[config.mk]
export PLATFORM = sky130hd
export DESIGN_NAME = watch_top
export DESIGN_NICKNAME = d
export VERILOG_FILES = /design/src/design/watch_pkg.sv /design/src/design/wrap_counter.sv /design/src/design/time_of_day.sv /design/src/design/stopwatch.sv /design/src/design/watch_core.sv /design/src/design/watch_top.sv
export SDC_FILE = /design/constraint.sdc
export NUM_CORES = 1
export LEC_CHECK = 0
export BUFFER_PORTS_ARGS = -buffer_cell sky130_fd_sc_hd__buf_2
export CORE_MARGIN = 2
export CORE_UTILIZATION = 50
export DETAILED_ROUTE_END_ITERATION = 8
export GPL_TIMING_DRIVEN = 0
export PLACE_DENSITY = 0.7
export RECOVER_POWER = 25
export SLEW_MARGIN = 10
export SYNTH_ARGS = -nofsm -noshare
export SYNTH_HDL_FRONTEND = slang
export SYNTH_SLANG_ARGS = --single-unit
export TNS_END_PERCENT = 5
[constraint.sdc]
create_clock -name i_clk -period 2.7 [get_ports i_clk]
set_input_delay 0.135 -clock i_clk [delete_from_list [all_inputs] [get_ports i_clk]]
set_output_delay 0.135 -clock i_clk [all_outputs]
set_load 0.005 [all_outputs]
[src/design/watch_pkg.sv]
`default_nettype none

package watch_pkg;

   ////////////////////
   // Counting limits

   localparam int SEC_PER_MIN   = 60;
   localparam int MIN_PER_HR    = 60;
   localparam int HR_PER_DAY    = 24;
   localparam int TICKS_PER_SEC = 1000;  // i_clk cycles per second

   ////////////////////
   // Value widths

   typedef logic [5:0] unit60_t;  // Seconds or minutes
   typedef logic [4:0] hour_t;    // 0 to 23
   typedef logic [9:0] tick_t;    // Prescaler count

   ////////////////////
   // Grouped signals

   // Displayed or counted time, hr in the top bits
   typedef struct packed {
      hour_t   hr;
      unit60_t min;
      unit60_t sec;
   } time_t;

   // Synchronized single-cycle button pulses
   typedef struct packed {
      logic set;
      logic up;
      logic down;
      logic left;
      logic right;
   } buttons_t;

   ////////////////////
   // State machines

   typedef enum logic {
      MODE_CLOCK     = 1'b0,
      MODE_STOPWATCH = 1'b1
   } mode_e;

   // Clock run state and the field being edited
   typedef enum logic [1:0] {
      CLK_RUN     = 2'b00,
      CLK_SET_SEC = 2'b01,
      CLK_SET_MIN = 2'b10,
      CLK_SET_HR  = 2'b11
   } clk_state_e;

endpackage

`default_nettype wire

[src/design/wrap_counter.sv]
`timescale 1ns/1ns
`default_nettype none

// Modulo counter shared by prescalers and time fields
module wrap_counter #(
   parameter int MODULUS = 60
) (
   input  logic                         i_clk,
   input  logic                         i_rstn,
   input  logic                         i_up,
   input  logic                         i_down,
   output logic [$clog2(MODULUS)-1:0]   o_count,
   output logic                         o_carry
);

   localparam int W = $clog2(MODULUS);
   localparam logic [W-1:0] LAST = W'(MODULUS - 1);

   logic [W-1:0] r_count;
   logic [W-1:0] w_next_up;
   logic [W-1:0] w_next_down;

   // Wrap in both directions
   assign w_next_up   = (r_count == LAST) ? '0 : r_count + 1'b1;
   assign w_next_down = (r_count == '0) ? LAST : r_count - 1'b1;

   always_ff @(posedge i_clk or negedge i_rstn) begin
      if (!i_rstn) begin
         r_count <= '0;
      end else begin
         case ({i_up, i_down})
            2'b10:   r_count <= w_next_up;
            2'b01:   r_count <= w_next_down;
            2'b11:   r_count <= '0;  // Both together clear
            default: r_count <= r_count;
         endcase
      end
   end

   assign o_count = r_count;

   // Next stage steps on the same edge as the wrap
   assign o_carry = i_up & ~i_down & (r_count == LAST);

endmodule

`default_nettype wire

[src/design/time_of_day.sv]
`timescale 1ns/1ns
`default_nettype none

module time_of_day
   import watch_pkg::*;
(
   input  logic       i_clk,
   input  logic       i_rstn,
   input  buttons_t   i_btn,
   output time_t      o_time,
   output clk_state_e o_state
);

   clk_state_e r_state;

   logic    w_run;
   logic    w_edit_sec;
   logic    w_edit_min;
   logic    w_edit_hr;
   logic    w_right;
   logic    w_left;

   logic    w_tick_carry;
   logic    w_sec_carry;
   logic    w_min_carry;
   logic    w_sec_up;
   logic    w_sec_down;
   logic    w_min_up;
   logic    w_min_down;
   logic    w_hr_up;
   logic    w_hr_down;

   unit60_t w_sec;
   unit60_t w_min;
   hour_t   w_hr;

   ////////////////////
   // Run / set FSM

   assign w_right = i_btn.right & ~i_btn.left;  // Both at once is ignored
   assign w_left  = i_btn.left & ~i_btn.right;

   always_ff @(posedge i_clk or negedge i_rstn) begin
      if (!i_rstn) begin
         r_state <= CLK_RUN;
      end else if (i_btn.set) begin
         r_state <= (r_state == CLK_RUN) ? CLK_SET_SEC : CLK_RUN;
      end else if (w_right) begin
         case (r_state)
            CLK_SET_SEC: r_state <= CLK_SET_HR;
            CLK_SET_HR:  r_state <= CLK_SET_MIN;
            CLK_SET_MIN: r_state <= CLK_SET_SEC;
            default:     r_state <= CLK_RUN;
         endcase
      end else if (w_left) begin
         case (r_state)
            CLK_SET_SEC: r_state <= CLK_SET_MIN;
            CLK_SET_MIN: r_state <= CLK_SET_HR;
            CLK_SET_HR:  r_state <= CLK_SET_SEC;
            default:     r_state <= CLK_RUN;
         endcase
      end
   end

   assign w_run      = (r_state == CLK_RUN);
   assign w_edit_sec = (r_state == CLK_SET_SEC);
   assign w_edit_min = (r_state == CLK_SET_MIN);
   assign w_edit_hr  = (r_state == CLK_SET_HR);

   ////////////////////
   // Counter chain

   // Carries only ripple while running, edits never carry
   assign w_sec_up   = w_run ? w_tick_carry : (w_edit_sec & i_btn.up);
   assign w_sec_down = w_edit_sec & i_btn.down;
   assign w_min_up   = w_run ? w_sec_carry : (w_edit_min & i_btn.up);
   assign w_min_down = w_edit_min & i_btn.down;
   assign w_hr_up    = w_run ? w_min_carry : (w_edit_hr & i_btn.up);
   assign w_hr_down  = w_edit_hr & i_btn.down;

   // Up and down together hold the prescaler at zero while editing
   wrap_counter #(.MODULUS(TICKS_PER_SEC)) u_tick (
      .i_clk(i_clk), .i_rstn(i_rstn), .i_up(1'b1), .i_down(~w_run),
      .o_count(), .o_carry(w_tick_carry)
   );

   wrap_counter #(.MODULUS(SEC_PER_MIN)) u_sec (
      .i_clk(i_clk), .i_rstn(i_rstn), .i_up(w_sec_up), .i_down(w_sec_down),
      .o_count(w_sec), .o_carry(w_sec_carry)
   );

   wrap_counter #(.MODULUS(MIN_PER_HR)) u_min (
      .i_clk(i_clk), .i_rstn(i_rstn), .i_up(w_min_up), .i_down(w_min_down),
      .o_count(w_min), .o_carry(w_min_carry)
   );

   wrap_counter #(.MODULUS(HR_PER_DAY)) u_hr (
      .i_clk(i_clk), .i_rstn(i_rstn), .i_up(w_hr_up), .i_down(w_hr_down),
      .o_count(w_hr), .o_carry()  // Day rollover goes nowhere
   );

   assign o_time  = '{hr: w_hr, min: w_min, sec: w_sec};
   assign o_state = r_state;

endmodule

`default_nettype wire

[src/design/stopwatch.sv]
`timescale 1ns/1ns
`default_nettype none

module stopwatch
   import watch_pkg::*;
(
   input  logic     i_clk,
   input  logic     i_rstn,
   input  buttons_t i_btn,
   output time_t    o_time
);

   logic    r_run;
   logic    w_any_arrow;

   logic    w_tick_up;
   logic    w_tick_carry;
   logic    w_sec_up;
   logic    w_sec_carry;
   logic    w_min_up;
   logic    w_min_carry;
   logic    w_hr_up;

   unit60_t w_sec;
   unit60_t w_min;
   hour_t   w_hr;

   ////////////////////
   // Start / stop

   assign w_any_arrow = i_btn.up | i_btn.down | i_btn.left | i_btn.right;

   always_ff @(posedge i_clk or negedge i_rstn) begin
      if (!i_rstn) begin
         r_run <= 1'b0;
      end else if (i_btn.set) begin
         r_run <= 1'b0;  // Clear always stops
      end else if (w_any_arrow) begin
         r_run <= ~r_run;
      end
   end

   ////////////////////
   // Elapsed time chain

   // Set drives up and down together, which clears every stage
   assign w_tick_up = r_run | i_btn.set;
   assign w_sec_up  = (r_run & w_tick_carry) | i_btn.set;
   assign w_min_up  = (r_run & w_sec_carry) | i_btn.set;
   assign w_hr_up   = (r_run & w_min_carry) | i_btn.set;

   wrap_counter #(.MODULUS(TICKS_PER_SEC)) u_tick (
      .i_clk(i_clk), .i_rstn(i_rstn), .i_up(w_tick_up), .i_down(i_btn.set),
      .o_count(), .o_carry(w_tick_carry)
   );

   wrap_counter #(.MODULUS(SEC_PER_MIN)) u_sec (
      .i_clk(i_clk), .i_rstn(i_rstn), .i_up(w_sec_up), .i_down(i_btn.set),
      .o_count(w_sec), .o_carry(w_sec_carry)
   );

   wrap_counter #(.MODULUS(MIN_PER_HR)) u_min (
      .i_clk(i_clk), .i_rstn(i_rstn), .i_up(w_min_up), .i_down(i_btn.set),
      .o_count(w_min), .o_carry(w_min_carry)
   );

   // Wraps after a full day
   wrap_counter #(.MODULUS(HR_PER_DAY)) u_hr (
      .i_clk(i_clk), .i_rstn(i_rstn), .i_up(w_hr_up), .i_down(i_btn.set),
      .o_count(w_hr), .o_carry()
   );

   assign o_time = '{hr: w_hr, min: w_min, sec: w_sec};

endmodule

`default_nettype wire

[src/design/watch_core.sv]
`timescale 1ns/1ns
`default_nettype none

module watch_core
   import watch_pkg::*;
(
   input  logic     i_clk,
   input  logic     i_rstn,
   input  logic     i_mode,
   input  buttons_t i_btn,
   input  time_t    i_clk_time,
   input  time_t    i_sw_time,
   output buttons_t o_clk_btn,
   output buttons_t o_sw_btn,
   output time_t    o_disp,
   output mode_e    o_mode
);

   mode_e r_mode;
   logic  w_clock_active;

   ////////////////////
   // Mode register

   // Clock and stopwatch alternate on each mode pulse
   always_ff @(posedge i_clk or negedge i_rstn) begin
      if (!i_rstn) begin
         r_mode <= MODE_CLOCK;
      end else if (i_mode) begin
         r_mode <= (r_mode == MODE_CLOCK) ? MODE_STOPWATCH : MODE_CLOCK;
      end
   end

   assign w_clock_active = (r_mode == MODE_CLOCK);

   ////////////////////
   // Button routing

   // Uses the current mode, so a button with i_mode goes to the old mode
   assign o_clk_btn = w_clock_active ? i_btn : '0;
   assign o_sw_btn  = w_clock_active ? '0 : i_btn;

   // Display follows the active mode
   assign o_disp = w_clock_active ? i_clk_time : i_sw_time;
   assign o_mode = r_mode;

endmodule

`default_nettype wire

[src/design/watch_top.sv]
`timescale 1ns/1ns
`default_nettype none

module watch_top
   import watch_pkg::*;
(
   input  logic       i_clk,
   input  logic       i_rstn,
   input  logic       i_mode,
   input  buttons_t   i_btn,
   output time_t      o_disp,
   output mode_e      o_mode,
   output clk_state_e o_clk_state
);

   buttons_t w_clk_btn;
   buttons_t w_sw_btn;
   time_t    w_clk_time;
   time_t    w_sw_time;

   watch_core u_core (
      .i_clk      (i_clk),
      .i_rstn     (i_rstn),
      .i_mode     (i_mode),
      .i_btn      (i_btn),
      .i_clk_time (w_clk_time),
      .i_sw_time  (w_sw_time),
      .o_clk_btn  (w_clk_btn),
      .o_sw_btn   (w_sw_btn),
      .o_disp     (o_disp),
      .o_mode     (o_mode)
   );

   // Both modes keep counting whichever one is shown
   time_of_day u_clock (
      .i_clk   (i_clk),
      .i_rstn  (i_rstn),
      .i_btn   (w_clk_btn),
      .o_time  (w_clk_time),
      .o_state (o_clk_state)  // Edit field for the display
   );

   stopwatch u_stopwatch (
      .i_clk  (i_clk),
      .i_rstn (i_rstn),
      .i_btn  (w_sw_btn),
      .o_time (w_sw_time)
   );

endmodule

`default_nettype wire

==> results of run 1 <==
kinds of logic (layout without fill, tap and decap cells):
| family | count (synthesis) | in the layout | share of synthesized area (%) |
|---|---|---|---|
| AO/OA/AOI/OAI | 107 | 107 | 17.25 |
| adder cells (fa/ha/maj) | 20 | 20 | 6.272 |
| multiplexers | 17 | 17 | 4.610 |
| buffers and inverters | 50 | 94 | 5.425 |
| AND/OR/NAND/NOR | 191 | 191 | 25.90 |
| XOR/XNOR | 19 | 19 | 4.171 |
| flip-flops | 58 | 58 | 36.37 |
power breakdown:
group	internal (mW)	switching [mW]	total (mW)
registers	1.04	0.214	1.26
clock network	0.496	0.349	0.845
logic	0.679	0.984	1.66
cell usage in the layout, fill, tap and decap left out, types with 10 or more instances in the layout:
cell type / instances
clkbuf_8: 12
nor2_1: 41
mux2_2: 11
nand2_1: 38
o21ai_0: 33
ha_1: 20
clkbuf_1: 26
nand3_1: 29
xor2_1: 10
a21oi_1: 24
dfrtp_1: 58
inv_1: 24
and3_1: 13
buf_2: 24
nor3_1: 11
Yosys cell counts, types with 7 or more instances:
| cell | n | share of area (%) |
|---|---|---|
| dfrtp_1 | 58 | 36 |
| nor2_1 | 41 | 3.9 |
| nand2_1 | 38 | 3.6 |
| o21ai_0 | 33 | 4.1 |
| nand3_1 | 29 | 3.6 |
| a21oi_1 | 24 | 3.0 |
| inv_1 | 24 | 2.3 |
| clkbuf_1 | 23 | 2.2 |
| ha_1 | 20 | 6.3 |
| and3_1 | 13 | 2.0 |
| nor3_1 | 12 | 1.5 |
| mux2_2 | 11 | 3.1 |
| xor2_1 | 10 | 2.2 |
| nand4_1 | 9 | 1.4 |
| xnor2_1 | 9 | 2.0 |
| a31oi_1 | 7 | 1.1 |
what timing repair did:
item / CTS / global route
resized for setup: 0 / 3
endpoints found under the hold margin: 59 / 0
setup endpoints to repair: 0 / 2
hold buffers: 2 / 0
area by class of cell:
| cell class | count | area share, % |
|---|---|---|
| sequential | 58 | 32.29 |
| multi-input combinational | 354 | 52.12 |
| buffer | 25 | 2.422 |
| clock buffer | 13 | 3.758 |
| inverter | 25 | 2.394 |
| timing repair buffer | 29 | 3.396 |
| clock inverter | 2 | 0.7795 |
| tap | 102 | 2.840 |
metal layers:
| metal | up-vias | wire (um) | GRT usage [%] |
|---|---|---|---|
| li1 | 1749 | - | - |
| met4 | 0 | 222 | 10.42 |
| met2 | 76 | 4553 | 39.03 |
| met1 | 1742 | 4486 | 30.51 |
| met5 | - | 0 | 0 |
| met3 | 16 | 316 | 3.304 |
sequential cells by signal, indices dropped and copies added, names as in the netlist, 2 cells and up:
signal / flops
u_clock.u_hr.o_count: 5
u_stopwatch.u_tick.o_count: 10
u_clock.u_min.o_count: 6
u_clock.o_state: 2
u_clock.u_sec.o_count: 6
u_stopwatch.u_sec.o_count: 6
u_clock.u_tick.o_count: 10
u_stopwatch.u_min.o_count: 6
u_stopwatch.u_hr.o_count: 5
critical path, stage by stage, from the launching register on:
cell,delay [ns]
dfrtp_1,0.40
clkbuf_1,0.31
clkbuf_1,0.48
clkbuf_1,0.41
nand2_1,0.09
o21ai_0,0.13
buf_2,0.17
metrics by stage:
step / area [um2] / util (%) / worst slack (ns)
floorplan: 3990 / - / 0.5948
global placement: 4253 / 55.04 / 0.1331
detailed placement: 4255 / 55.07 / 0.1343
CTS: 4479 / 57.97 / 0.09956
global route: 4494 / 58.16 / 0.03090
finish: 4494 / 58.16 / 0.2281
worst paths after layout:
kind,depth (start not counted),endpoint,slack [ns]
worst max-delay path,6,o_disp[13],0.23
worst min-delay path,2,u_clock.o_state[1]$_DFFE_PN0P_,0.07
worst max register to register,7,u_clock.u_sec.o_count[0]$_DFFE_PN0P_,0.25
worst min register to register,1,u_clock.u_tick.o_count[0]$_DFF_PN0_,0.50
max in group asynchronous,2,u_stopwatch.u_hr.o_count[2]$_DFFE_PN0P_,1.11
min in group asynchronous,2,u_stopwatch.u_tick.o_count[8]$_DFFE_PN0P_,0.70
==> results.py, run 1 <==
metrics = {
    "timing": {
        "slew_headroom_pct": 0.5304,
        "fin_crit_ns": 2.472,
        "worstMarginPinSlew_ns": 1.492,
        "fmaxAchievable_mhz": 404.5,
        "final_hold_viol_count": 0,
        "whs_ns": 0.07213,
        "period_share_pct": 91.55,
        "fin_skew_ns": 0.008424,
        "drv_slew": 0,
        "tns_ns": 0,
        "setup_viol": 0,
        "rsz0062_at_grt": "false",
    },
    "power_and_ir_drop": {
        "vdd_drop_max_mv": 0.4229,
        "power.total_mw": 3.764,
        "p_leak_nw": 1.947,
        "powerDensity_mw_per_mm2": 837.5,
    },
    "synthesis": {
        "async_flop_share_pct": 100.0,
        "synth_edf_count": 0,
        "synth_area_per_cell_um2": 8.637,
        "synth_flop_cell": "dfrtp_1",
        "ys_ff_latch": 58,
        "synthCells": 462,
        "synth_area_mm2": 0.003990,
        "synth_cell_types": 66,
        "mappedNetlistNets": 490,
        "yosysWarnings": 0,
        "ys_seq_area_share_pct": 36.38,
    },
    "drt": {
        "drt_pass1_iterations": 5,
        "via_per_inst": 5.893,
        "first_iter_violations": 139,
        "wire_per_inst_um": 15.75,
        "remaining_drc_errors": 0,
        "vias": 3583,
        "wirelength_um": 9579,
        "ant_nets": 0,
    },
    "finish": {
        "area_growth_pct": 12.64,
        "final_cells": 608,
        "multi_input_area_mm2": 0.002342,
        "final_layout_size_suffix_gt1_share_pct": 13.64,
        "regArea_mm2": 0.001451,
        "num-nets-final": 530,
        "antenna_cells": 0,
        "fill_cells": 692,
    },
    "clock_network": {
        "tritoncts": "yes",
        "clk_pin_slew_ns": 0.07,
        "cts_setup_buffers": 0,
        "cts_root_buffer": "clkbuf_8",
        "cts_inserted_buffers": 9,
        "cts-htree-levels": 3,
        "clk_latency_ns": 0.34,
        "cts.sinks": 58,
        "clockBufferDepth": 2,
    },
    "floorplanning": {
        "core-area_mm2": 0.007727,
        "die_area_mm2": 0.008710,
        "rows": 32,
        "pin_count": 28,
        "start_util_pct": 51.64,
        "dieHeight_um": 93.33,
        "dieWidth_um": 93.33,
    },
    "placed_design": {
        "io_buffers": 27,
        "dp.cells": 591,
        "place.gp.congestion": 0.9011,
        "hpwl_um": 6745,
    },
    "worst_setup_path": {
        "crit_path_start": "u_core.o_mode$_DFFE_PN0P_",
        "cp_max_fo": 10,
        "worstSetupStartpointType": "flop",
        "cp-end-kind": "output port",
        "timing.rr.start": "u_clock.o_state[0]$_DFFE_PN0P_",
        "worst-setup-path-type": "reg -> out",
        "arrival_ns": 2.34,
        "cp.required_ns": 2.57,
    },
    "grt": {
        "grt_pass1_vias": 3479,
        "grt_pass1_wl_um": 16320,
        "grt_max_degree": 59,
        "grt_usage_pct": 23.50,
        "antenna_found_initial": 0,
        "overflow": 0,
    },
    "outcome": {
        "violations": "capacitance limit",
        "outcome": "complete, but fails checks",
    },
    "flow_run": {
        "drv_cap": 1,
    },
    "worst_hold_path": {
        "min_from": "i_btn[4]",
        "hold_path.class": "in -> reg",
    },
}
No activity file was read; power rests on OpenSTA's default activity.
==> inputs of run 2 (changes only) <==
CORE_UTILIZATION = 49   (was 50)
PLACE_DENSITY = 0.69   (was 0.7)
==> results.py, run 2 (synthesized netlist as in run 1, its figures left out) <==
metrics = {
    "floorplanning": {
        "rows": 32,
        "pin_count": 28,
        "start_util_pct": 51.11,
        "die_area_mm2": 0.008881,
        "core-area_mm2": 0.007807,
        "dieWidth_um": 94.24,
        "dieHeight_um": 94.24,
    },
    "clock_network": {
        "cts_root_buffer": "clkbuf_8",
        "cts-htree-levels": 3,
        "clockBufferDepth": 2,
        "clk_latency_ns": 0.33,
        "clk_pin_slew_ns": 0.07,
        "tritoncts": "yes",
        "cts_inserted_buffers": 9,
        "cts.sinks": 58,
    },
    "power_and_ir_drop": {
        "p_sw_share_pct": 42.31,
        "p_comb_share_pct": 46.2,
        "pwr-share-clk_pct": 18.7,
        "powerDensity_mw_per_mm2": 805.7,
        "power.total_mw": 3.565,
        "p_leak_nw": 1.917,
        "power.share.sequential_pct": 35.1,
        "vdd_drop_max_mv": 0.2860,
        "p_int_mw": 2.056,
        "p_switching_mw": 1.508,
    },
    "worst_setup_path": {
        "cp_max_fo": 8,
        "cp.required_ns": 2.89,
        "r2r_slack_ns": 0.22,
        "slowest_delay_ns": 0.49,
        "cp-end-kind": "flop",
        "arrival_ns": 2.67,
        "worstSetupStartpointType": "flop",
        "crit_chain": "inv_1 > ha_1 > and3b_1 > clkbuf_1 > nor4bb_1 > a31oi_2 > a211oi_1 > a311oi_1",
        "worst-path-buf-inv": 2,
        "cp_top_family": "compound AO/OA/AOI/OAI gates",
        "crit_path_top_delay_cell": "nor4bb_1",
        "worst-setup-path-type": "reg -> reg",
    },
    "timing": {
        "fin_ws_ns": 0.2215,
        "final_hold_viol_count": 0,
        "drv_slew": 0,
        "worstMarginPinSlew_ns": 1.465,
        "setup_viol": 0,
        "fin_skew_ns": 0.006428,
        "slew_headroom_pct": 2.359,
        "whs_ns": 0.07347,
        "fmaxAchievable_mhz": 403.5,
        "rsz0062_at_grt": "false",
        "fin_crit_ns": 2.478,
        "period_share_pct": 91.80,
        "tns_ns": 0,
    },
    "drt": {
        "via_per_inst": 5.846,
        "wirelength_um": 9247,
        "first_iter_violations": 204,
        "ant_nets": 0,
        "wire_per_inst_um": 15.28,
        "vias": 3537,
        "drt_pass1_iterations": 5,
        "remaining_drc_errors": 0,
    },
    "placed_design": {
        "place.gp.congestion": 0.8539,
        "placedInstanceArea_mm2": 0.004255,
        "place_ws_ns": 0.2000,
        "dp.cells": 591,
        "hpwl_um": 6529,
        "io_buffers": 27,
    },
    "grt": {
        "grt_usage_pct": 22.44,
        "grt_pass1_wl_um": 15730,
        "overflow": 0,
        "antenna_found_initial": 0,
        "grt_pass1_vias": 3359,
        "grt_max_degree": 59,
    },
    "finish": {
        "fill_cells": 722,
        "mostFrequentLayoutCells": "dfrtp_1 (58), nor2_1 (41), nand2_1 (38), o21ai_0 (33), nand3_1 (29)",
        "final_cells": 605,
        "layout_commonest_cell": "dfrtp_1",
        "final_layout_size_suffix_gt1_share_pct": 13.12,
        "final_area_mm2": 0.004424,
        "antenna_cells": 0,
        "fin_util_pct": 56.67,
        "area_growth_pct": 10.88,
        "num-nets-final": 530,
    },
    "worst_hold_path": {
        "hold_path.class": "in -> reg",
    },
    "outcome": {
        "outcome": "completed",
    },
    "flow_run": {
        "drv_cap": 0,
    },
}
==> run 2: routing by layer <==
layer | GRT usage, % | vias to the layer above | wire [um] | part of all wire, %
li1 | - | 1735 | - | -
met2 | 36.01 | 66 | 4453 | 48
met1 | 30.82 | 1727 | 4397 | 48
met3 | 3.531 | 9 | 289 | 3.1
met4 | 7.729 | 0 | 106 | 1.1
met5 | 0 | - | 0 | 0
==> run 2: final timing paths <==
kind,cells past startpoint,to,from
worst min-delay path,2,u_clock.o_state[1]$_DFFE_PN0P_,i_btn[4]
worst min register to register,1,u_clock.u_tick.o_count[0]$_DFF_PN0_,u_clock.u_tick.o_count[0]$_DFF_PN0_
max in group asynchronous,2,u_stopwatch.u_tick.o_count[3]$_DFFE_PN0P_,i_rstn
min in group asynchronous,2,u_clock.u_tick.o_count[8]$_DFF_PN0_,i_rstn
worst max register to register,8,u_clock.u_hr.o_count[4]$_DFFE_PN0P_,u_clock.o_state[0]$_DFFE_PN0P_
worst max-delay path,8,u_clock.u_hr.o_count[4]$_DFFE_PN0P_,u_clock.o_state[0]$_DFFE_PN0P_
==> run 2: final cells by class <==
| type | instances | area [um2] | share of cell area (%) |
|---|---|---|---|
| Buffer | 25 | 108.9 | 2.460 |
| Tap cell | 102 | 127.6 | 2.885 |
| Multi-Input combinational cell | 354 | 2328 | 52.63 |
| Clock buffer | 11 | 141.4 | 3.196 |
| Inverter | 25 | 107.6 | 2.432 |
| Timing Repair Buffer | 29 | 153.9 | 3.479 |
| Sequential cell | 58 | 1451 | 32.81 |
| Clock inverter | 1 | 5.005 | 0.1131 |
==> run 2: repair_timing <==
action                                  CTS  global route
endpoints found under the setup margin    0             3
endpoints found under the hold margin    59             0
buffers inserted                          0             0
resized for setup                         0             1
hold buffers                              2             0
==> run 2: power by group through the flow <==
stage	Sequential [mW]	Combinational [mW]	Clock, mW
6_report	1.25	1.65	0.666
4_1_cts	1.25	1.64	0.685
3_5_place_dp	1.26	1.62	0
2_1_floorplan	1.20	1.19	0
3_3_place_gp	1.25	1.59	0
5_1_grt	1.28	1.85	0.720
